$ cat config.mk
export PLATFORM = sky130hd
export DESIGN_NAME = register_file
export DESIGN_NICKNAME = d
export VERILOG_FILES = /design/src/hw/rv_pkg.sv /design/src/hw/register_file.sv
export VERILOG_INCLUDE_DIRS = /design/src /design/src/include
export SDC_FILE = /design/constraint.sdc
export NUM_CORES = 2
export LEC_CHECK = 0
export ABC_CLOCK_PERIOD_IN_PS = 3100
export BUFFER_PORTS_ARGS = -buffer_cell sky130_fd_sc_hd__clkbuf_2
export CAP_MARGIN = 10
export CORE_MARGIN = 3
export CORE_UTILIZATION = 40
export CTS_CLUSTER_SIZE = 10
export DETAILED_ROUTE_END_ITERATION = 16
export PLACE_DENSITY = 0.6
export SKIP_LAST_GASP = 1
export SYNTH_ARGS = -nofsm -noshare
export SYNTH_HDL_FRONTEND = slang
export SYNTH_SLANG_ARGS = --single-unit
$ cat constraint.sdc
create_clock -name i_clk -period 3.1 [get_ports i_clk]
set_input_delay 0.465 -clock i_clk [delete_from_list [all_inputs] [get_ports i_clk]]
set_output_delay 0.465 -clock i_clk [all_outputs]
set_load 0.005 [all_outputs]
$ cat src/include/rv_defs.svh
`ifndef RV_DEFS_SVH
`define RV_DEFS_SVH

// Datapath width
`define RV_XLEN 32

// Architectural register count
`define RV_NREGS 32

// Instruction memory, word-address width
`define RV_IMEM_AW 6

// Data memory, word-address width
`define RV_DMEM_AW 6

`endif

$ cat src/hw/rv_pkg.sv
`default_nettype none

`include "rv_defs.svh"

package rv_pkg;

        // Datum or instruction word
        typedef logic [`RV_XLEN-1:0] word_t;
        typedef logic [4:0] reg_addr_t;
        typedef logic [`RV_IMEM_AW-1:0] imem_addr_t;
        // Sign-extended I, S or B immediate
        typedef logic [31:0] imm_t;

        // Major opcodes handled by decode
        typedef enum logic [6:0] {
                OP     = 7'b0110011,
                OP_IMM = 7'b0010011,
                LOAD   = 7'b0000011,
                STORE  = 7'b0100011,
                BRANCH = 7'b1100011
        } opcode_t;

        typedef enum logic [2:0] {
                ALU_ADD,
                ALU_SUB,
                ALU_AND,
                ALU_OR,
                ALU_XOR,
                ALU_SLT,
                ALU_SLL,
                ALU_SRL
        } alu_op_t;

        // Operand source in execute
        typedef enum logic [1:0] {
                NONE,
                EX_MEM,
                MEM_WB
        } fwd_sel_t;

endpackage

`default_nettype wire

$ cat src/hw/register_file.sv
`default_nettype none

`include "rv_defs.svh"

module register_file (
        input  wire logic              i_clk,
        input  wire logic              i_reset,
        input  wire logic              i_we,
        input  wire rv_pkg::reg_addr_t i_wr_addr,
        input  wire rv_pkg::word_t     i_wr_data,
        input  wire rv_pkg::reg_addr_t i_rd1_addr,
        input  wire rv_pkg::reg_addr_t i_rd2_addr,
        output rv_pkg::word_t          o_rd1_data,
        output rv_pkg::word_t          o_rd2_data
);

        rv_pkg::word_t regs [`RV_NREGS];

        // Read port, x0 is zero, write data bypassed
        function automatic rv_pkg::word_t read_port(input rv_pkg::reg_addr_t addr);
                if (addr == '0)
                        return '0;
                else if (i_we && i_wr_addr == addr)
                        return i_wr_data;
                else
                        return regs[addr];
        endfunction

        always_ff @(posedge i_clk)
        begin
                if (i_reset)
                begin
                        for (int i = 0; i < `RV_NREGS; i++)
                                regs[i] <= '0;
                end
                // Writes to x0 dropped
                else if (i_we && i_wr_addr != '0)
                        regs[i_wr_addr] <= i_wr_data;
        end

        always_comb
        begin
                o_rd1_data = read_port(i_rd1_addr);
                o_rd2_data = read_port(i_rd2_addr);
        end

endmodule

`default_nettype wire

==> results.md <==
- FMAX: 318 MHz
- Avg Vias per Cell: 6.59
- Routed via count: 38297
- Post-route DRC: 0
- Register area share after synthesis: 55.8%
- CP Capture Type: primary output
- H-tree depth: 3
- Status: finished with violations
- WL final: 218 mm
- FFs w/ async S/R, synth: 0%
- Port buffer count: 113
- Minimum clock period: 3.14 ns
- Fin. Hold Viols: 0
- Yosys top cell by area: edfxtp_1
- Hpwl dp: 135 mm
- Final Cell Area: 63600 µm²
- Core Box Area: 136000 µm²
- Max Buffers Root-to-Sink: 3
- Compound-Gate Fraction of Synth Area: 6.03%
- Worst path arrival time: 2.68 ns
- Die Ht: 377 µm
- Inst Count DP: 5645
- Worst Hold End: regs[6][1]
- I/O Pins: 114
- Area contributors post-synth: edfxtp_1 (56%), mux4_2 (15%), and2_1 (11%), mux2i_1 (6.0%), clkbuf_1 (1.9%)
- Ys Warns: 0
- Largest family of logic cells by synthesized area: multiplexers
- Total track usage: 30.2%
- Yosys cell types: 52
- DIE AREA: 142000 µm²
- Vias in the first global route: 36985
- CTS tree: built
- Largest regs: regs x1024
- CP startpoint: i_rd2_addr[1]
- Nets@finish: 4038
- Syn_area_per_cell: 14.5 µm²
- Yosys top cell area share: 55.8%
- Die width: 377 µm
- Max reg flops: 1024
- DRT iter0 DRCs: 6152
- Least-Margin Pin Slew: 1.02 ns
- Num CTS Buffers: 116
- Crit Path Class: input port to primary output
- Slew Limit Fails: 0
- Mux cell area share after synthesis: 21.5%
- Hold Startpoint: i_wr_data[1]
- Area after DPL: 60000 µm²
- Layout area overhead: 15.5%
- WHS Path Cells: 2
- Leak: 0.0226 µW
- Max-Slew Margin vs Limit: 31.5%
- Share of post-route cells with drive strength above 1: 27.3%
- Final worst path period share: 101%
- First-pass GRT wire length: 297 mm
- Total clock sinks: 1024
- Largest net degree at the start of global routing: 50
- Flip-flop and latch count after synthesis: 1024
- Largest reg by FF count: regs
- Post-Synth Adder-Cell Area: 0%
- Post-Synth Simple-Gate Area: 13.0%
- Mapped Cells: 3802
- Fillers: 11734
- Gr ovfl total: 0
- RSZ-0062 raised after global routing: yes
- Setup-failing EPs final: 1
- Fin cells: 5814
- Drt pass-1 iters: 6
- Maxcap violations: 0
- Final Wtd Congestion: 0.896
- Initial antenna violation count: 21
- Post-Synth XOR/XNOR Area: 0.159%
- Max FO, Critical Path: 8
- Violated checks: negative setup slack
- Clock-pin slew on the worst setup and hold paths: 0.06 ns
- CP Launch Type: input port
- DR WL/cell: 37.4 µm
- CTS root buffer: clkbuf_16
- Routed Antenna Nets: 0
- EDFF count, synth: 1024
- Final setup margin: -0.0414 ns
- Worst path required time: 2.63 ns
- Hold Path Class: input port to flip-flop
- Starting Density: 40.4%
- Rows: 135
- Synthesized cell area: 55100 µm²
- P per Cell Area: 528 nW/µm²
- Worst-case vdd ir drop: 0.496 mV
- Ys flop type: edfxtp_1
==> synthesized netlist by cell type, types with 2 or more instances <==
library cell	instances
mux2i_1	330
and2_0	2
buf_6	26
o221a_1	15
a221oi_1	27
clkbuf_1	278
a31oi_1	11
buf_1	22
o211ai_1	2
or2_2	32
nand3b_1	5
nor2_1	49
clkinv_1	2
a32oi_1	9
o21ai_0	14
buf_4	31
a32o_1	32
a221o_1	11
nand2_1	64
edfxtp_1	1024
nor3_1	2
a22oi_1	107
a21oi_1	64
o221ai_1	38
o21ai_1	49
or3_1	2
nand3_1	13
o22ai_1	37
and2_1	994
nand2b_1	5
mux4_2	375
xnor2_1	10
mux2_2	6
o2111ai_1	6
nor2b_1	5
a211oi_1	32
buf_2	56
==> worst max-delay path, cell delays in order <==
cell and delay (ns):
buf_8 0.11, buf_4 0.16, nor2_2 0.77, a221oi_1 0.18
buf_4 0.20, o221a_1 0.22, a211o_1 0.37, clkbuf_2 0.18
==> power breakdown <==
part / internal [µW] / switching [µW]
clock network: 6870 / 5480
logic: 1950 / 2860
registers: 16000 / 393
total: 24800 / 8730
==> through the flow <==
stage	power [µW]	util (%)	hold slack, ns	setup slack (ns)	setup TNS (ns)
2_1_floorplan	19000	-	0.663	0.615	0
3_5_place_dp	21200	44.0	0.808	-0.148	-0.549
5_1_grt	34300	46.7	0.0649	-0.0546	-0.270
6_report	33600	46.7	0.0778	-0.0414	-0.0414
4_1_cts	33500	46.4	0.0333	-0.0105	-0.0105
3_3_place_gp	21200	44.0	0.812	-0.164	-0.694
==> worst max-delay path by stage <==
stage | end | slack, ns | cells after the start
after global routing | o_rd2_data[16] | -0.05 | 6
after global placement | o_rd2_data[23] | -0.16 | 9
after floorplan | o_rd1_data[30] | 0.62 | 7
after CTS | o_rd2_data[23] | -0.01 | 7
after detailed placement | o_rd2_data[23] | -0.15 | 9
final | o_rd2_data[12] | -0.04 | 8
==> cell usage in the layout (no fill, tap or decap), types with 55 or more instances in the layout <==
cell type	Yosys	final
buf_4	31	247
clkbuf_2	0	102
mux2i_1	330	327
buf_12	0	83
and2_1	994	994
edfxtp_1	1024	1024
nand2_1	64	55
a22oi_1	107	92
mux4_2	375	375
a21oi_1	64	59
clkbuf_16	0	121
==> what timing repair did <==
action                                  CTS  global route
pin swaps                                19            13
endpoints found under the setup margin   20            39
hold buffers                              0             0
setup buffers                             2            11
gates cloned                              0             2
gates resized for setup                  35            46
==> area by class of cell <==
cell class / instances / area, µm² / area share [%]
inverter: 2 / 7.51 / 0.0118
antenna: 11 / 27.5 / 0.0433
timing repair buffer: 450 / 4350 / 6.84
tap: 1781 / 2230 / 3.50
sequential: 1024 / 30700 / 48.3
clock inverter: 16 / 121 / 0.191
multi-input combinational: 2394 / 23100 / 36.3
clock buffer: 136 / 3040 / 4.78
==> cell families after synthesis <==
logic type,after synthesis
flops,1024
compound gates,457
other cells,1
simple gates,1184
buf+inv,415
mux,711
xor+xnor,10
==> layer usage <==
| layer | global-route usage, % | wire length [µm] |
|---|---|---|
| met1 | 40.9 | 80700 |
| met2 | 45.1 | 96600 |
| met3 | 9.08 | 29700 |
| met4 | 12.8 | 10600 |
| met5 | 0 | 13 |
Note: power is estimated with default switching activity, not from simulation.
