### src/include/rv_defs.svh
`ifndef RV_DEFS_SVH
`define RV_DEFS_SVH

// Datapath width
`define RV_XLEN 32

// Architectural register count
`define RV_NREGS 32

// Instruction memory, word-address width
`define RV_IMEM_AW 6

// Data memory, word-address width
`define RV_DMEM_AW 6

`endif

### src/hw/rv_pkg.sv
`default_nettype none

`include "rv_defs.svh"

package rv_pkg;

        // Datum or instruction word
        typedef logic [`RV_XLEN-1:0] word_t;
        typedef logic [4:0] reg_addr_t;
        typedef logic [`RV_IMEM_AW-1:0] imem_addr_t;
        // Sign-extended I, S or B immediate
        typedef logic [31:0] imm_t;

        // Major opcodes handled by decode
        typedef enum logic [6:0] {
                OP     = 7'b0110011,
                OP_IMM = 7'b0010011,
                LOAD   = 7'b0000011,
                STORE  = 7'b0100011,
                BRANCH = 7'b1100011
        } opcode_t;

        typedef enum logic [2:0] {
                ALU_ADD,
                ALU_SUB,
                ALU_AND,
                ALU_OR,
                ALU_XOR,
                ALU_SLT,
                ALU_SLL,
                ALU_SRL
        } alu_op_t;

        // Operand source in execute
        typedef enum logic [1:0] {
                NONE,
                EX_MEM,
                MEM_WB
        } fwd_sel_t;

endpackage

`default_nettype wire

### src/hw/pipeline_if.sv
`default_nettype none

// ID/EX pipeline register contents
interface id_ex_if;
        rv_pkg::reg_addr_t rs1, rs2, rd;
        rv_pkg::word_t rs1_data, rs2_data;
        rv_pkg::imm_t imm;
        rv_pkg::alu_op_t alu_op;
        logic alu_src, mem_write, mem2reg, reg_write;

        modport producer (output rs1, rs2, rd, rs1_data, rs2_data, imm, alu_op,
                alu_src, mem_write, mem2reg, reg_write);
        modport consumer (input rs1, rs2, rd, rs1_data, rs2_data, imm, alu_op,
                alu_src, mem_write, mem2reg, reg_write);
endinterface


`default_nettype wire

### src/hw/instruction_decode.sv
`default_nettype none

module instruction_decode (
        input  wire logic          i_clk,
        input  wire logic          i_reset,
        input  wire rv_pkg::word_t i_instruction,
        output rv_pkg::reg_addr_t  o_rs1,
        output rv_pkg::reg_addr_t  o_rs2,
        input  wire rv_pkg::word_t i_rs1_data,
        input  wire rv_pkg::word_t i_rs2_data,
        output logic               o_branch_taken,
        output rv_pkg::imm_t       o_branch_imm,
        id_ex_if.producer          id_ex
);

        rv_pkg::opcode_t opcode;
        logic [2:0] funct3;
        logic [6:0] funct7;
        rv_pkg::reg_addr_t rd;
        rv_pkg::imm_t imm;
        rv_pkg::alu_op_t alu_op;
        logic alu_src, mem_write, mem2reg, reg_write;

        //////////////////////////////////////////////////////////////////////
        // Field extraction
        assign opcode = rv_pkg::opcode_t'(i_instruction[6:0]);
        assign rd     = i_instruction[11:7];
        assign funct3 = i_instruction[14:12];
        assign o_rs1  = i_instruction[19:15];
        assign o_rs2  = i_instruction[24:20];
        assign funct7 = i_instruction[31:25];

        assign o_branch_imm = imm;

        //////////////////////////////////////////////////////////////////////
        // Control and branch decision
        always_comb
        begin
                // Bubble unless matched below
                alu_op         = rv_pkg::ALU_ADD;
                alu_src        = 1'b0;
                mem_write      = 1'b0;
                mem2reg        = 1'b0;
                reg_write      = 1'b0;
                o_branch_taken = 1'b0;
                imm = {{20{i_instruction[31]}}, i_instruction[31:20]};

                case (opcode)
                rv_pkg::OP:
                begin
                        reg_write = 1'b1;
                        case (funct3)
                        3'd0: alu_op = funct7[5] ? rv_pkg::ALU_SUB : rv_pkg::ALU_ADD;
                        3'd1: alu_op = rv_pkg::ALU_SLL;
                        3'd2: alu_op = rv_pkg::ALU_SLT;
                        3'd4: alu_op = rv_pkg::ALU_XOR;
                        3'd5: alu_op = rv_pkg::ALU_SRL;
                        3'd6: alu_op = rv_pkg::ALU_OR;
                        3'd7: alu_op = rv_pkg::ALU_AND;
                        default: reg_write = 1'b0;
                        endcase
                        // Only SUB may set funct7 bit 5
                        if (funct7 != 7'h00 && !(funct7 == 7'h20 && funct3 == 3'd0))
                                reg_write = 1'b0;
                end
                rv_pkg::OP_IMM:
                begin
                        alu_src = 1'b1;
                        case (funct3)
                        3'd0: reg_write = 1'b1;
                        3'd6:
                        begin
                                alu_op    = rv_pkg::ALU_OR;
                                reg_write = 1'b1;
                        end
                        3'd7:
                        begin
                                alu_op    = rv_pkg::ALU_AND;
                                reg_write = 1'b1;
                        end
                        default: ;
                        endcase
                end
                rv_pkg::LOAD:
                begin
                        // LW only
                        alu_src   = 1'b1;
                        mem2reg   = (funct3 == 3'd2);
                        reg_write = (funct3 == 3'd2);
                end
                rv_pkg::STORE:
                begin
                        imm = {{20{i_instruction[31]}}, i_instruction[31:25],
                                i_instruction[11:7]};
                        alu_src   = 1'b1;
                        mem_write = (funct3 == 3'd2);
                end
                rv_pkg::BRANCH:
                begin
                        imm = {{19{i_instruction[31]}}, i_instruction[31], i_instruction[7],
                                i_instruction[30:25], i_instruction[11:8], 1'b0};
                        // Raw register data, no forwarding here
                        if (funct3 == 3'd0)
                                o_branch_taken = (i_rs1_data == i_rs2_data);
                        else if (funct3 == 3'd1)
                                o_branch_taken = (i_rs1_data != i_rs2_data);
                end
                default: ;
                endcase
        end

        //////////////////////////////////////////////////////////////////////
        // ID/EX register
        always_ff @(posedge i_clk)
        begin
                if (i_reset)
                begin
                        id_ex.rs1       <= '0;
                        id_ex.rs2       <= '0;
                        id_ex.rd        <= '0;
                        id_ex.rs1_data  <= '0;
                        id_ex.rs2_data  <= '0;
                        id_ex.imm       <= '0;
                        id_ex.alu_op    <= rv_pkg::ALU_ADD;
                        id_ex.alu_src   <= 1'b0;
                        id_ex.mem_write <= 1'b0;
                        id_ex.mem2reg   <= 1'b0;
                        id_ex.reg_write <= 1'b0;
                end
                else
                begin
                        id_ex.rs1       <= o_rs1;
                        id_ex.rs2       <= o_rs2;
                        id_ex.rd        <= rd;
                        id_ex.rs1_data  <= i_rs1_data;
                        id_ex.rs2_data  <= i_rs2_data;
                        id_ex.imm       <= imm;
                        id_ex.alu_op    <= alu_op;
                        id_ex.alu_src   <= alu_src;
                        id_ex.mem_write <= mem_write;
                        id_ex.mem2reg   <= mem2reg;
                        id_ex.reg_write <= reg_write;
                end
        end

endmodule

`default_nettype wire

### src/flat_wrapper.sv
// flat-port wrapper written by rule: the top's interface ports become plain ports
module instruction_decode_flat 
  (i_clk, i_reset, i_instruction, o_rs1, o_rs2, i_rs1_data, i_rs2_data, o_branch_taken, o_branch_imm, id_ex_rs1, id_ex_rs2, id_ex_rd, id_ex_rs1_data, id_ex_rs2_data, id_ex_imm, id_ex_alu_op, id_ex_alu_src, id_ex_mem_write, id_ex_mem2reg, id_ex_reg_write);
  id_ex_if id_ex_i ();
  input  wire logic i_clk;
  input  wire logic i_reset;
  input  wire rv_pkg::word_t i_instruction;
  output rv_pkg::reg_addr_t o_rs1;
  output rv_pkg::reg_addr_t o_rs2;
  input  wire rv_pkg::word_t i_rs1_data;
  input  wire rv_pkg::word_t i_rs2_data;
  output logic o_branch_taken;
  output rv_pkg::imm_t o_branch_imm;
  output wire logic [$bits(id_ex_i.rs1)-1:0] id_ex_rs1;
  output wire logic [$bits(id_ex_i.rs2)-1:0] id_ex_rs2;
  output wire logic [$bits(id_ex_i.rd)-1:0] id_ex_rd;
  output wire logic [$bits(id_ex_i.rs1_data)-1:0] id_ex_rs1_data;
  output wire logic [$bits(id_ex_i.rs2_data)-1:0] id_ex_rs2_data;
  output wire logic [$bits(id_ex_i.imm)-1:0] id_ex_imm;
  output wire logic [$bits(id_ex_i.alu_op)-1:0] id_ex_alu_op;
  output wire logic [$bits(id_ex_i.alu_src)-1:0] id_ex_alu_src;
  output wire logic [$bits(id_ex_i.mem_write)-1:0] id_ex_mem_write;
  output wire logic [$bits(id_ex_i.mem2reg)-1:0] id_ex_mem2reg;
  output wire logic [$bits(id_ex_i.reg_write)-1:0] id_ex_reg_write;
  assign id_ex_rs1 = id_ex_i.rs1;
  assign id_ex_rs2 = id_ex_i.rs2;
  assign id_ex_rd = id_ex_i.rd;
  assign id_ex_rs1_data = id_ex_i.rs1_data;
  assign id_ex_rs2_data = id_ex_i.rs2_data;
  assign id_ex_imm = id_ex_i.imm;
  assign id_ex_alu_op = id_ex_i.alu_op;
  assign id_ex_alu_src = id_ex_i.alu_src;
  assign id_ex_mem_write = id_ex_i.mem_write;
  assign id_ex_mem2reg = id_ex_i.mem2reg;
  assign id_ex_reg_write = id_ex_i.reg_write;
  instruction_decode u_core (.i_clk(i_clk), .i_reset(i_reset), .i_instruction(i_instruction), .o_rs1(o_rs1), .o_rs2(o_rs2), .i_rs1_data(i_rs1_data), .i_rs2_data(i_rs2_data), .o_branch_taken(o_branch_taken), .o_branch_imm(o_branch_imm), .id_ex(id_ex_i));
endmodule
### config.mk
export PLATFORM = sky130hd
export DESIGN_NAME = instruction_decode_flat
export DESIGN_NICKNAME = d
export VERILOG_FILES = /design/src/hw/rv_pkg.sv /design/src/hw/pipeline_if.sv /design/src/hw/instruction_decode.sv /design/src/flat_wrapper.sv
export VERILOG_INCLUDE_DIRS = /design/src /design/src/include
export SDC_FILE = /design/constraint.sdc
export NUM_CORES = 1
export LEC_CHECK = 0
export ABC_AREA = 1
export BUFFER_PORTS_ARGS = -buffer_cell sky130_fd_sc_hd__buf_2
export CAP_MARGIN = 20
export CORE_AREA = 2 2 118 120
export CTS_BUF_LIST = sky130_fd_sc_hd__clkbuf_4
export DETAILED_ROUTE_END_ITERATION = 12
export DIE_AREA = 0 0 120 122
export GPL_ROUTABILITY_DRIVEN = 1
export PLACE_DENSITY = 0.62
export SYNTH_ARGS = -nofsm -noshare
export SYNTH_HDL_FRONTEND = slang
export SYNTH_SLANG_ARGS = --single-unit
### constraint.sdc
create_clock -name i_clk -period 1.3 [get_ports i_clk]
set_input_delay 0.13 -clock i_clk [delete_from_list [all_inputs] [get_ports i_clk]]
set_output_delay 0.13 -clock i_clk [all_outputs]
set_load 0.01 [all_outputs]
==> results.md <==
* I/O pin total at 259
* Number of setup buffers added after CTS at 0
* Critical path fanouts, max at 2
* Number of antenna diodes at 0
* Setup-failing EPs final at 1
* Gpl congestion at 0.8060
* Relative area change from synthesis to final layout at 69.87%
* Number of global-route vias before repair at 3783
* IR drop worst, VDD at between 0.0005 and 0.0006 V
* Routed Antenna Nets at 0
* Setup total negative slack at -36.55 ps
* Sequential share of the synthesized area at 0.5067
* Cell variety after synth at 25
* DR iter-0 viols at 86
* Clk slew on worst S/H paths at about 130 ps
* Fin cells at 1026
* RSZ-0062 raised after global routing: yes
* Yosys top cell area share at 0.5067
* Die Ht at 122 um
* CP Launch Type: input port
* Highest attainable clock frequency at 748.2 MHz
* Commonest cells post-synth: 107 x sky130_fd_sc_hd__nor2_1, 99 x sky130_fd_sc_hd__dfxtp_1, 98 x sky130_fd_sc_hd__inv_1
* Number of sinks handled by clock tree synthesis at 99
* Residual DRC at 0
* Switching share of power at 0.2782
* P per Cell Area at 940.9 nW/um^2
* Iteration count of the initial detailed-routing pass at 4
* Fraction of final layout cells with drive strength greater than 1 at 0.4031
* Pin count of the biggest net entering global routing at 41
* Synth Cell Area at 3911 um^2
* Number of cells traversed by the worst hold path at 4
* Time the worst path needs with I/O delays and setup at 1337 ps
* Via count at 4043
* Period utilisation layout at 1.028
* Type of element capturing the critical path: output pin
* Initial Utilization at 0.2896
* Buffers on Ports at 258
* Post-synthesis cell count at 503
* Area of the die at ~15000 um^2
* Average cell area after synthesis at 7.776 um^2
* Count of endpoints failing hold in the final timing report at 0
* Dominant synthesized flop cell: sky130_fd_sc_hd__dfxtp_1
* Net count reported at finish at 939
* Net count after synthesis at ~600
* Share of flip-flops with an asynchronous set or reset after synthesis at 0
* Startpoint-to-endpoint class of the critical path: input port to output pin
* Number of max-capacitance violations reported at 0
* Chip Width at 120 um
* Number of rows created at floorplan at 43
* Synth Register Bits at 99
* Total gr overflow at 0
* Violated checks: setup timing
* DRT Wirelength at 11890 um
* Root Driver: sky130_fd_sc_hd__clkbuf_4
* Arrival time of data at the critical path endpoint at 1210 ps
* WL/cell at about 12 um
* Post-synth EDFFs at 0
* Internal power consumption at 0.004512 W
* Worst min-delay path class: input port to flip-flop
* Leading cell type by number of instances after synthesis: sky130_fd_sc_hd__nor2_1
* Count of final max-slew check failures at 0
* Max Buffers Root-to-Sink at 2
* Clock buffers created by TritonCTS at 9
* Pre-CTS setup slack at -182.3 ps
* Cell type with the largest total area after synthesis: sky130_fd_sc_hd__dfxtp_1
* Number of H-tree levels at 3
* Largest cells by area after synthesis: sky130_fd_sc_hd__dfxtp_1 51%, sky130_fd_sc_hd__buf_4 11%, sky130_fd_sc_hd__nor2_1 10%, sky130_fd_sc_hd__inv_1 9.4%, sky130_fd_sc_hd__nand2_1 6.8%
* Placeable Area at roughly 14000 um^2
* Sequential cell fraction of total power at 0.516
* Via density at 3.941
* Number of placed instances with taps included at 908
* Measured slew at the worst slew-check pin at 377.9 ps
* Least setup slack across all paths after layout at -36.55 ps
* Net Switching at between 0.0015 and 0.002 W
* Fill cell total of the finished layout at 1305
* Result of the run: finished with violations
* Wire length of the first global-routing pass at about 18000 um
* Leakage power at about 3.7 nW
* Clock network fraction of design power at 0.267
* Total track usage at 0.1600
* Critical Path RT at 1170 ps
* Detailed-placement wirelength estimate at 8348 um
* Worst-case hold path end point: u_core.id_ex.alu_op[1]
* Startpoint of the tightest hold check path: i_instruction[13]
* Fraction of power consumed by combinational cells at 0.217
* Clock tree from TritonCTS: done
* Worst max-slew margin expressed relative to the limit at 0.7462
* Ys Warns at 0
* Number of antenna violations at the first check in global routing at 0
-- cell families after synthesis --
logic type	after synthesis	synth area share
and+or+nand+nor	200	0.2079
buffers and inverters	167	0.2140
xor gates and xnor gates	19	0.04255
AOI/OAI and AO/OA	18	0.02879
DFF	99	0.5067
-- power groups by stage --
stage | combinational, W | clock [W] | sequential (W)
5_1_grt | 0.00149 | 0.00187 | 0.00324
3_3_place_gp | 0.00104 | 0 | 0.00329
4_1_cts | 0.00132 | 0.00178 | 0.00322
6_report | 0.00136 | 0.00167 | 0.00322
3_5_place_dp | 0.00104 | 0 | 0.00329
2_1_floorplan | 0.000482 | 0 | 0.00338
-- worst max path at each step --
stage | from | endpoint | slack, ps | cells past startpoint
after floorplan | i_instruction[3] | u_core.id_ex.imm[0] | 300 | 8
after global placement | i_rs2_data[30] | o_branch_taken | -180 | 10
after detailed placement | i_rs2_data[0] | o_branch_taken | -180 | 9
after CTS | i_instruction[3] | o_branch_taken | -20 | 9
after global routing | i_rs2_data[1] | o_branch_taken | -140 | 12
final | i_rs2_data[1] | o_branch_taken | -40 | 11
-- placed cells by master (no fill, tap or decap), types with 3 or more instances in the layout --
cell type | netlist | layout
sky130_fd_sc_hd__buf_2 | 2 | 246
sky130_fd_sc_hd__dlygate4sd3_1 | 0 | 105
sky130_fd_sc_hd__nor2_1 | 107 | 98
sky130_fd_sc_hd__dfxtp_1 | 99 | 98
sky130_fd_sc_hd__inv_1 | 98 | 95
sky130_fd_sc_hd__nand2_1 | 71 | 67
sky130_fd_sc_hd__buf_4 | 55 | 33
sky130_fd_sc_hd__xnor2_1 | 19 | 10
sky130_fd_sc_hd__clkbuf_4 | 0 | 10
sky130_fd_sc_hd__nor2_2 | 2 | 8
sky130_fd_sc_hd__a21oi_1 | 9 | 7
sky130_fd_sc_hd__nand3_1 | 6 | 6
sky130_fd_sc_hd__nor3_1 | 6 | 6
sky130_fd_sc_hd__buf_6 | 0 | 6
sky130_fd_sc_hd__nand2_2 | 1 | 5
sky130_fd_sc_hd__xnor2_2 | 0 | 5
sky130_fd_sc_hd__inv_2 | 2 | 4
sky130_fd_sc_hd__xnor2_4 | 0 | 4
sky130_fd_sc_hd__a211oi_1 | 4 | 4
sky130_fd_sc_hd__clkinv_2 | 1 | 3
sky130_fd_sc_hd__nand4_1 | 3 | 3
sky130_fd_sc_hd__nor2_4 | 0 | 3
-- routing by layer --
metal	vias to the layer above	share of wire	track usage
li1	2087	-	-
met1	1775	0.35	0.1527
met2	165	0.52	0.2979
met3	16	0.10	0.06273
met4	0	0.022	0.07941
met5	-	0	0
-- through the flow --
step / hold WS (ps) / util / power, W / area (um^2)
floorplan: 208.5 / - / 0.003862 / 3911
CTS: 16.68 / 0.4856 / 0.006332 / 6558
detailed placement: 351.2 / 0.3885 / 0.004335 / 5246
global placement: 341.9 / 0.3885 / 0.004324 / 5246
global route: 43.72 / 0.4920 / 0.006604 / 6644
finish: 80.40 / 0.4920 / 0.006251 / 6644
-- cell type report --
type	instances	area, um^2	share of cell area
well taps	180	225.2	0.03390
clock inverters	6	65.06	0.009793
inverters	101	382.9	0.05763
flip-flops and latches	99	1986	0.2989
multi-input cells	237	1260	0.1896
repair buffers	393	2650	0.3989
clock buffers	10	75.07	0.01130
-- state kept, by name, summed over array words and instances (netlist names) --
register                cells
u_core.id_ex.rs1            5
u_core.id_ex.rd             5
u_core.id_ex.imm           13
u_core.id_ex.rs1_data      32
u_core.id_ex.alu_op         3
u_core.id_ex.mem_write      1
u_core.id_ex.reg_write      1
u_core.id_ex.rs2_data      32
u_core.id_ex.alu_src        1
u_core.id_ex.mem2reg        1
u_core.id_ex.rs2            5
-- critical path, stage by stage --
cell and delay, ps:
sky130_fd_sc_hd__buf_2 100, sky130_fd_sc_hd__inv_1 70, sky130_fd_sc_hd__nand2_1 50, sky130_fd_sc_hd__nand2_1 70, sky130_fd_sc_hd__nand2_1 90, sky130_fd_sc_hd__nor2_2 120, sky130_fd_sc_hd__nand2_2 80, sky130_fd_sc_hd__nor2_4 120
sky130_fd_sc_hd__a21oi_2 60, sky130_fd_sc_hd__nor2_1 140, sky130_fd_sc_hd__buf_2 180
-- what timing repair did --
item	CTS	global route
gates resized for setup	23	26
hold endpoints to repair	97	0
endpoints found under the setup margin	21	7
pin swaps	17	23
hold buffers	106	0
(Power assumes the default switching activity.)
