`config.mk`:
```
export PLATFORM = sky130hd
export DESIGN_NAME = execute_flat
export DESIGN_NICKNAME = d
export VERILOG_FILES = /design/src/hw/rv_pkg.sv /design/src/hw/pipeline_if.sv /design/src/hw/execute.sv /design/src/flat_wrapper.sv
export VERILOG_INCLUDE_DIRS = /design/src /design/src/include
export SDC_FILE = /design/constraint.sdc
export NUM_CORES = 1
export LEC_CHECK = 0
export BUFFER_PORTS_ARGS = -buffer_cell sky130_fd_sc_hd__buf_2
export CORE_ASPECT_RATIO = 1.2
export CORE_MARGIN = 4
export CORE_UTILIZATION = 55
export DETAILED_ROUTE_END_ITERATION = 6
export PLACE_DENSITY = 0.8
export SETUP_SLACK_MARGIN = 0.05
export SLEW_MARGIN = 20
export SYNTH_ARGS = -nofsm -noshare
export SYNTH_HDL_FRONTEND = slang
export SYNTH_SLANG_ARGS = --single-unit
```
`constraint.sdc`:
```
create_clock -name i_clk -period 7.3 [get_ports i_clk]
set_input_delay 0.365 -clock i_clk [delete_from_list [all_inputs] [get_ports i_clk]]
set_output_delay 0.365 -clock i_clk [all_outputs]
set_load 0.02 [all_outputs]
```
`src/include/rv_defs.svh`:
```
`ifndef RV_DEFS_SVH
`define RV_DEFS_SVH

// Datapath width
`define RV_XLEN 32

// Architectural register count
`define RV_NREGS 32

// Instruction memory, word-address width
`define RV_IMEM_AW 6

// Data memory, word-address width
`define RV_DMEM_AW 6

`endif

```
`src/hw/rv_pkg.sv`:
```
`default_nettype none

`include "rv_defs.svh"

package rv_pkg;

        // Datum or instruction word
        typedef logic [`RV_XLEN-1:0] word_t;
        typedef logic [4:0] reg_addr_t;
        typedef logic [`RV_IMEM_AW-1:0] imem_addr_t;
        // Sign-extended I, S or B immediate
        typedef logic [31:0] imm_t;

        // Major opcodes handled by decode
        typedef enum logic [6:0] {
                OP     = 7'b0110011,
                OP_IMM = 7'b0010011,
                LOAD   = 7'b0000011,
                STORE  = 7'b0100011,
                BRANCH = 7'b1100011
        } opcode_t;

        typedef enum logic [2:0] {
                ALU_ADD,
                ALU_SUB,
                ALU_AND,
                ALU_OR,
                ALU_XOR,
                ALU_SLT,
                ALU_SLL,
                ALU_SRL
        } alu_op_t;

        // Operand source in execute
        typedef enum logic [1:0] {
                NONE,
                EX_MEM,
                MEM_WB
        } fwd_sel_t;

endpackage

`default_nettype wire

```
`src/hw/pipeline_if.sv`:
```
`default_nettype none

// ID/EX pipeline register contents
interface id_ex_if;
        rv_pkg::reg_addr_t rs1, rs2, rd;
        rv_pkg::word_t rs1_data, rs2_data;
        rv_pkg::imm_t imm;
        rv_pkg::alu_op_t alu_op;
        logic alu_src, mem_write, mem2reg, reg_write;

        modport producer (output rs1, rs2, rd, rs1_data, rs2_data, imm, alu_op,
                alu_src, mem_write, mem2reg, reg_write);
        modport consumer (input rs1, rs2, rd, rs1_data, rs2_data, imm, alu_op,
                alu_src, mem_write, mem2reg, reg_write);
endinterface

// EX/MEM pipeline register contents
interface ex_mem_if;
        rv_pkg::word_t alu_result, write_data;
        rv_pkg::reg_addr_t rd;
        logic mem_write, mem2reg, reg_write;

        modport producer (output alu_result, write_data, rd, mem_write, mem2reg, reg_write);
        modport consumer (input alu_result, write_data, rd, mem_write, mem2reg, reg_write);
        // Read-only view for forwarding
        modport monitor (input alu_result, rd, reg_write);
endinterface

// MEM/WB pipeline register contents
interface mem_wb_if;
        rv_pkg::reg_addr_t rd;
        rv_pkg::word_t wb_data;
        logic reg_write;

        modport producer (output rd, wb_data, reg_write);
        modport consumer (input rd, wb_data, reg_write);
endinterface

`default_nettype wire

```
`src/hw/execute.sv`:
```
`default_nettype none

module execute (
        input  wire logic  i_clk,
        input  wire logic  i_reset,
        id_ex_if.consumer  id_ex,
        ex_mem_if.producer ex_mem,
        mem_wb_if.consumer mem_wb
);

        rv_pkg::fwd_sel_t fwd_a, fwd_b;
        rv_pkg::word_t op_a, rs2_val, op_b, alu_result;

        //////////////////////////////////////////////////////////////////////
        // Forwarding unit
        function automatic rv_pkg::fwd_sel_t fwd_select(input rv_pkg::reg_addr_t rs);
                rv_pkg::fwd_sel_t sel;
                sel = rv_pkg::NONE;
                // x0 never forwards
                if (rs != '0)
                begin
                        if (mem_wb.reg_write && mem_wb.rd == rs)
                                sel = rv_pkg::MEM_WB;
                        // Younger result wins
                        if (ex_mem.reg_write && ex_mem.rd == rs)
                                sel = rv_pkg::EX_MEM;
                end
                return sel;
        endfunction

        function automatic rv_pkg::word_t fwd_value(input rv_pkg::fwd_sel_t sel,
                                                    input rv_pkg::word_t reg_data);
                case (sel)
                rv_pkg::EX_MEM: return ex_mem.alu_result;
                rv_pkg::MEM_WB: return mem_wb.wb_data;
                default:        return reg_data;
                endcase
        endfunction

        always_comb
        begin
                fwd_a   = fwd_select(id_ex.rs1);
                fwd_b   = fwd_select(id_ex.rs2);
                // Operand muxes, rs2 value doubles as store data
                op_a    = fwd_value(fwd_a, id_ex.rs1_data);
                rs2_val = fwd_value(fwd_b, id_ex.rs2_data);
        end

        assign op_b = id_ex.alu_src ? id_ex.imm : rs2_val;

        //////////////////////////////////////////////////////////////////////
        // ALU
        always_comb
        begin
                case (id_ex.alu_op)
                rv_pkg::ALU_ADD: alu_result = op_a + op_b;
                rv_pkg::ALU_SUB: alu_result = op_a - op_b;
                rv_pkg::ALU_AND: alu_result = op_a & op_b;
                rv_pkg::ALU_OR:  alu_result = op_a | op_b;
                rv_pkg::ALU_XOR: alu_result = op_a ^ op_b;
                rv_pkg::ALU_SLT: alu_result = rv_pkg::word_t'($signed(op_a) < $signed(op_b));
                rv_pkg::ALU_SLL: alu_result = op_a << op_b[4:0];
                rv_pkg::ALU_SRL: alu_result = op_a >> op_b[4:0];
                default:         alu_result = op_a + op_b;
                endcase
        end

        //////////////////////////////////////////////////////////////////////
        // EX/MEM register
        always_ff @(posedge i_clk)
        begin
                if (i_reset)
                begin
                        ex_mem.alu_result <= '0;
                        ex_mem.write_data <= '0;
                        ex_mem.rd         <= '0;
                        ex_mem.mem_write  <= 1'b0;
                        ex_mem.mem2reg    <= 1'b0;
                        ex_mem.reg_write  <= 1'b0;
                end
                else
                begin
                        ex_mem.alu_result <= alu_result;
                        ex_mem.write_data <= rs2_val;
                        ex_mem.rd         <= id_ex.rd;
                        ex_mem.mem_write  <= id_ex.mem_write;
                        ex_mem.mem2reg    <= id_ex.mem2reg;
                        ex_mem.reg_write  <= id_ex.reg_write;
                end
        end

endmodule

`default_nettype wire

```
`src/flat_wrapper.sv`:
```
// flat-port wrapper written by rule: the top's interface ports become plain ports
module execute_flat 
  (i_clk, i_reset, id_ex_rs1, id_ex_rs2, id_ex_rd, id_ex_rs1_data, id_ex_rs2_data, id_ex_imm, id_ex_alu_op, id_ex_alu_src, id_ex_mem_write, id_ex_mem2reg, id_ex_reg_write, ex_mem_alu_result, ex_mem_write_data, ex_mem_rd, ex_mem_mem_write, ex_mem_mem2reg, ex_mem_reg_write, mem_wb_rd, mem_wb_wb_data, mem_wb_reg_write);
  id_ex_if id_ex_i ();
  ex_mem_if ex_mem_i ();
  mem_wb_if mem_wb_i ();
  input  wire logic i_clk;
  input  wire logic i_reset;
  input wire logic [$bits(id_ex_i.rs1)-1:0] id_ex_rs1;
  input wire logic [$bits(id_ex_i.rs2)-1:0] id_ex_rs2;
  input wire logic [$bits(id_ex_i.rd)-1:0] id_ex_rd;
  input wire logic [$bits(id_ex_i.rs1_data)-1:0] id_ex_rs1_data;
  input wire logic [$bits(id_ex_i.rs2_data)-1:0] id_ex_rs2_data;
  input wire logic [$bits(id_ex_i.imm)-1:0] id_ex_imm;
  input wire logic [$bits(id_ex_i.alu_op)-1:0] id_ex_alu_op;
  input wire logic [$bits(id_ex_i.alu_src)-1:0] id_ex_alu_src;
  input wire logic [$bits(id_ex_i.mem_write)-1:0] id_ex_mem_write;
  input wire logic [$bits(id_ex_i.mem2reg)-1:0] id_ex_mem2reg;
  input wire logic [$bits(id_ex_i.reg_write)-1:0] id_ex_reg_write;
  output wire logic [$bits(ex_mem_i.alu_result)-1:0] ex_mem_alu_result;
  output wire logic [$bits(ex_mem_i.write_data)-1:0] ex_mem_write_data;
  output wire logic [$bits(ex_mem_i.rd)-1:0] ex_mem_rd;
  output wire logic [$bits(ex_mem_i.mem_write)-1:0] ex_mem_mem_write;
  output wire logic [$bits(ex_mem_i.mem2reg)-1:0] ex_mem_mem2reg;
  output wire logic [$bits(ex_mem_i.reg_write)-1:0] ex_mem_reg_write;
  input wire logic [$bits(mem_wb_i.rd)-1:0] mem_wb_rd;
  input wire logic [$bits(mem_wb_i.wb_data)-1:0] mem_wb_wb_data;
  input wire logic [$bits(mem_wb_i.reg_write)-1:0] mem_wb_reg_write;
  assign id_ex_i.rs1 = id_ex_rs1;
  assign id_ex_i.rs2 = id_ex_rs2;
  assign id_ex_i.rd = id_ex_rd;
  assign id_ex_i.rs1_data = id_ex_rs1_data;
  assign id_ex_i.rs2_data = id_ex_rs2_data;
  assign id_ex_i.imm = id_ex_imm;
  assign id_ex_i.alu_op = id_ex_alu_op;
  assign id_ex_i.alu_src = id_ex_alu_src;
  assign id_ex_i.mem_write = id_ex_mem_write;
  assign id_ex_i.mem2reg = id_ex_mem2reg;
  assign id_ex_i.reg_write = id_ex_reg_write;
  assign ex_mem_alu_result = ex_mem_i.alu_result;
  assign ex_mem_write_data = ex_mem_i.write_data;
  assign ex_mem_rd = ex_mem_i.rd;
  assign ex_mem_mem_write = ex_mem_i.mem_write;
  assign ex_mem_mem2reg = ex_mem_i.mem2reg;
  assign ex_mem_reg_write = ex_mem_i.reg_write;
  assign mem_wb_i.rd = mem_wb_rd;
  assign mem_wb_i.wb_data = mem_wb_wb_data;
  assign mem_wb_i.reg_write = mem_wb_reg_write;
  execute u_core (.i_clk(i_clk), .i_reset(i_reset), .id_ex(id_ex_i), .ex_mem(ex_mem_i), .mem_wb(mem_wb_i));
endmodule
```
==> summary by stage <==
Outcome
The run finished, with violations left. The final reports fail on DRC.

Clocking
Clock tree synthesis found a total of 72 sinks. CTS placed an instance of sky130_fd_sc_hd__clkbuf_16 at the clock tree root. The worst-skew pair later-pin latency is 360 ps. Counting along the longest clock path gives a buffer depth of 2. The setup fix buffers added after clock tree synthesis is 0. The hold buffer count at CTS is 0. After clock tree synthesis, the clock-pin slew on the worst setup and hold paths is 70 ps. The number of buffers inserted during clock tree synthesis is 9. TritonCTS built the clock tree. The H-tree generated during clock tree synthesis spans 3 levels. The post-cts sizing count is 0.

Global route
The met1 layer usage reported by global route is 0.552. The total grt overflow is 0. The number of antenna violations at the first check in global routing was 11. The global routing usage on met3 is 0.153. The global-route wire length before repair is 82300 um. The global routing's busiest layer is met2. The met2 global-route usage is 0.684. In the global route stage, overall resource usage came out at 0.453.

The number of global-route vias before repair is 13.6k. The maximum number of pins on one net before global-route repair is 79.

Die
230 I/O pins were placed. The die covers 0.0233 mm^2. The initial utilization of the core area, before any placement, comes to 0.564. The die span in y is 166 um.

The cell row count is 57. The core region area is 0.0204 mm^2. Measured along the x axis, the die boundary spans 140 um.

Setup path
Walking the worst path, the cells encountered are xor2_1 -> nor4_1 -> and3_1 -> or3_1 -> ha_1 -> buf_4 -> nor2b_1 -> o31a_2 -> inv_4 -> ha_1 -> inv_1 -> fa_1 -> a211o_1 -> a211oi_1 -> o41a_1 -> o2bb2ai_1 -> o22ai_1 -> o21a_1 -> nor2_1 -> nand2_1 -> nand3_1 -> a31oi_1. The number of buffer and inverter stages on the critical path is 3. The most common cell type on the critical path is sky130_fd_sc_hd__ha_1. The delay of the slowest cell on the worst path is 480 ps. The type of origin of the critical path is a flop. The required time of the critical path is 7560 ps.

The highest-delay cell along the critical path is sky130_fd_sc_hd__fa_1. Of all nets on the critical path, the largest fanout is 45. The endpoint class of the critical path is a flop.

STA puts the critical path data arrival time at 6610 ps. Grouping stages by cell kind, the critical path spends the most delay in compound AO/OA/AOI/OAI gates. The start-to-end type of the worst setup path is flop to flop.

Drt
The via total after detailed routing is 14.6k. The routed design has 56100 um of wire. The first routing iteration left 2376 violations. The detailed-route DRC error count is 2.

Using the TritonRoute via totals, the vias-per-cell ratio works out to 6.88. The first detailed-routing pass took 7 iterations. In this run the remaining antenna-violating nets after routing total 0. In the final routed layout, each cell accounts on average for 26.5 um.

STA
The tightest hold path in the finished design has a slack of 241 ps. Setup violations remaining at the end of the flow were counted as 0. The smallest clock period supported by the final layout is computed as 6350 ps. Adding up every negative setup slack in the final design gives 0 ps.

The number of slew-limit violations in the final report is 0. The actual slew at the worst max-slew pin is 1170 ps. The number of failing hold endpoints at the final stage was 0. The worst slew slack as a fraction of its limit is 0.210.

In the finished design, the share of the clock period the worst path needs comes to 0.870. On the final layout, the worst clock skew is 18.6 ps. The maximum operating frequency is 158 MHz.

Setup repair after global routing left no endpoint under its margin.

Power and ir drop
The fraction of power consumed by combinational cells is 0.551. The worst-case IR drop observed on VDD is 0.000134 V. The clock share of power is 0.234.

The share of total power consumed by net switching is 0.479. Power spread over the standard cell area amounts to 166 mW/mm^2. The share of total power dissipated in sequential elements is 0.215. Summed over all cells, the static leakage comes to 5.91 nW. The internal portion of the total power is 0.00112 W. The analysis attributes to net switching a power of 0.00103 W.

Synth
After synthesis, the mean cell area works out to 6.75 um^2. Of the synthesized area, sequential elements account for 0.125. Summing every instance area after synthesis gives 0.0115 mm^2. The leading register cell type out of synthesis is sky130_fd_sc_hd__dfxtp_1. The cell count after synthesis came out at 1705. For this run, asynchronously set or reset flops after synthesis account for 0. Synthesis produced a netlist with a net count of 1966. Synthesis inferred 72 register bits.

The Yosys step of the flow raised 0 warnings. Counting flops with a built-in enable in the synthesized netlist gives 0. The number of different library cells used by synthesis comes to 82.

Finish
The most common library cell in the layout ignoring fill and taps is sky130_fd_sc_hd__buf_2. Once layout is done, the placed cells without fillers occupy 0.0130 mm^2. In the final layout, the share of cells above drive strength 1 is 0.171.

The share of the core filled with cells in the final layout is 0.636. The library cells used most frequently in the layout, excluding fill and tap cells, are 229 x sky130_fd_sc_hd__buf_2, 210 x sky130_fd_sc_hd__nand2_1, 173 x sky130_fd_sc_hd__nor2_1, 138 x sky130_fd_sc_hd__o21ai_0, 133 x sky130_fd_sc_hd__a21oi_1. From synthesis to final layout, the design area changed by 12.6%. In the final design database the tool counted 2104 nets.

Hold path
The type of the tightest min-delay check is input pin to flop.

Placed design
The routability congestion estimate is 1.21. In this run the cell area measured after placement is 0.0126 mm^2. Detailed placement ended at an HPWL of 43300 um.

The number of port buffers is 229.

Flow run
The number of max-cap violations is 0.
## worst reg2reg max path, cell delays in order, from the launching register on
cell	delay, ps
sky130_fd_sc_hd__dfxtp_1	390
sky130_fd_sc_hd__xor2_1	170
sky130_fd_sc_hd__nor4_1	60
sky130_fd_sc_hd__and3_1	190
sky130_fd_sc_hd__or3_1	400
sky130_fd_sc_hd__ha_1	320
sky130_fd_sc_hd__buf_4	240
sky130_fd_sc_hd__nor2b_1	200
sky130_fd_sc_hd__o31a_2	360
sky130_fd_sc_hd__inv_4	450
sky130_fd_sc_hd__ha_1	310
sky130_fd_sc_hd__inv_1	70
sky130_fd_sc_hd__fa_1	480
sky130_fd_sc_hd__a211o_1	320
sky130_fd_sc_hd__a211oi_1	410
sky130_fd_sc_hd__o41a_1	320
sky130_fd_sc_hd__o2bb2ai_1	180
sky130_fd_sc_hd__o22ai_1	460
sky130_fd_sc_hd__o21a_1	230
sky130_fd_sc_hd__nor2_1	60
sky130_fd_sc_hd__nand2_1	70
sky130_fd_sc_hd__nand3_1	280
sky130_fd_sc_hd__a31oi_1	310
## stage by stage
step                std cells  worst slack [ps]  power (W)
floorplan                1705              1880    0.00123
global placement         2097              1080    0.00160
detailed placement       2097              1010    0.00160
CTS                      2113              1100    0.00210
global route             2122               764    0.00224
finish                   2122               952    0.00216
## cell families after synthesis
| logic type | after synthesis | synth area share |
|---|---|---|
| DFF | 72 | 0.125 |
| xor gates and xnor gates | 50 | 0.0380 |
| AOI/OAI and AO/OA | 624 | 0.359 |
| muxes | 87 | 0.0771 |
| adders and majority gates | 103 | 0.113 |
| and+or+nand+nor | 536 | 0.203 |
| buffers and inverters | 233 | 0.0846 |
## registers in the layout, summed over array words and instances (netlist names)
signal                    count
u_core.ex_mem.mem_write       1
u_core.ex_mem.reg_write       1
u_core.ex_mem.write_data     32
u_core.ex_mem.rd              5
u_core.ex_mem.mem2reg         1
u_core.ex_mem.alu_result     32
## power groups by stage
| stage | registers (W) | clock network, W | logic (W) |
|---|---|---|---|
| CTS | 0.000460 | 0.000505 | 0.00114 |
| finish | 0.000463 | 0.000505 | 0.00119 |
| global placement | 0.000468 | 0 | 0.00113 |
| global route | 0.000464 | 0.000518 | 0.00126 |
| floorplan | 0.000499 | 0 | 0.000734 |
| detailed placement | 0.000469 | 0 | 0.00113 |
## metal layers
| metal | vias up | share of wire |
|---|---|---|
| met5 | - | 0.00048 |
| met4 | 4 | 0.075 |
| met3 | 281 | 0.14 |
| met2 | 1175 | 0.42 |
| met1 | 6691 | 0.36 |
| li1 | 6454 | - |
## final timing paths
| kind | from | endpoint | slack [ps] | cells after the start |
|---|---|---|---|---|
| max | u_core.ex_mem.rd[2] | u_core.ex_mem.alu_result[0] | 950 | 22 |
| min | id_ex_reg_write | u_core.ex_mem.reg_write | 240 | 2 |
| max reg2reg | u_core.ex_mem.rd[2] | u_core.ex_mem.alu_result[0] | 950 | 22 |
| min reg2reg | u_core.ex_mem.alu_result[0] | u_core.ex_mem.write_data[0] | 660 | 2 |
## layout make-up
cell class / count / area (um^2)
inverters: 103 / 389
well taps: 265 / 332
diodes: 9 / 22.5
fillers: 1904 / 7430
clock buffers: 9 / 225
multi-input cells: 1400 / 9110
repair buffers: 257 / 1360
clock inverters: 7 / 95.1
flip-flops and latches: 72 / 1440
## Yosys cell counts, types with 4 or more instances
cell / instances / area (um^2)
sky130_fd_sc_hd__buf_2: 28 / 140
sky130_fd_sc_hd__a21oi_1: 133 / 666
sky130_fd_sc_hd__mux2i_1: 74 / 741
sky130_fd_sc_hd__buf_4: 10 / 75.1
sky130_fd_sc_hd__a22o_1: 4 / 35.0
sky130_fd_sc_hd__a221oi_1: 15 / 131
sky130_fd_sc_hd__nor3_1: 40 / 200
sky130_fd_sc_hd__a21o_1: 6 / 45.0
sky130_fd_sc_hd__xor2_1: 22 / 193
sky130_fd_sc_hd__a22oi_1: 49 / 368
sky130_fd_sc_hd__a221o_1: 34 / 340
sky130_fd_sc_hd__inv_1: 97 / 364
sky130_fd_sc_hd__a31oi_1: 27 / 169
sky130_fd_sc_hd__o221ai_1: 6 / 52.6
sky130_fd_sc_hd__o22ai_1: 33 / 206
sky130_fd_sc_hd__or2_2: 4 / 25.0
sky130_fd_sc_hd__mux2_2: 13 / 146
sky130_fd_sc_hd__nand2b_1: 15 / 93.8
sky130_fd_sc_hd__or3_1: 8 / 50.1
sky130_fd_sc_hd__ha_1: 101 / 1260
sky130_fd_sc_hd__nand4_1: 5 / 31.3
sky130_fd_sc_hd__a211o_1: 4 / 35.0
sky130_fd_sc_hd__inv_2: 4 / 15.0
sky130_fd_sc_hd__nor4_1: 7 / 43.8
sky130_fd_sc_hd__buf_1: 10 / 37.5
sky130_fd_sc_hd__nor2b_1: 29 / 181
sky130_fd_sc_hd__o21bai_1: 7 / 52.6
sky130_fd_sc_hd__and2_1: 5 / 31.3
sky130_fd_sc_hd__o31ai_1: 6 / 45.0
sky130_fd_sc_hd__clkbuf_1: 78 / 293
sky130_fd_sc_hd__dfxtp_1: 72 / 1440
sky130_fd_sc_hd__o21ai_0: 141 / 706
sky130_fd_sc_hd__nor2_1: 173 / 649
sky130_fd_sc_hd__o21a_1: 35 / 263
sky130_fd_sc_hd__xnor2_1: 28 / 245
sky130_fd_sc_hd__o211ai_1: 26 / 195
sky130_fd_sc_hd__nand2_1: 210 / 788
sky130_fd_sc_hd__and3_1: 9 / 56.3
sky130_fd_sc_hd__nand3_1: 21 / 105
sky130_fd_sc_hd__o21ai_1: 23 / 115
sky130_fd_sc_hd__a211oi_1: 27 / 203
No activity file was read; power rests on OpenSTA's default activity.
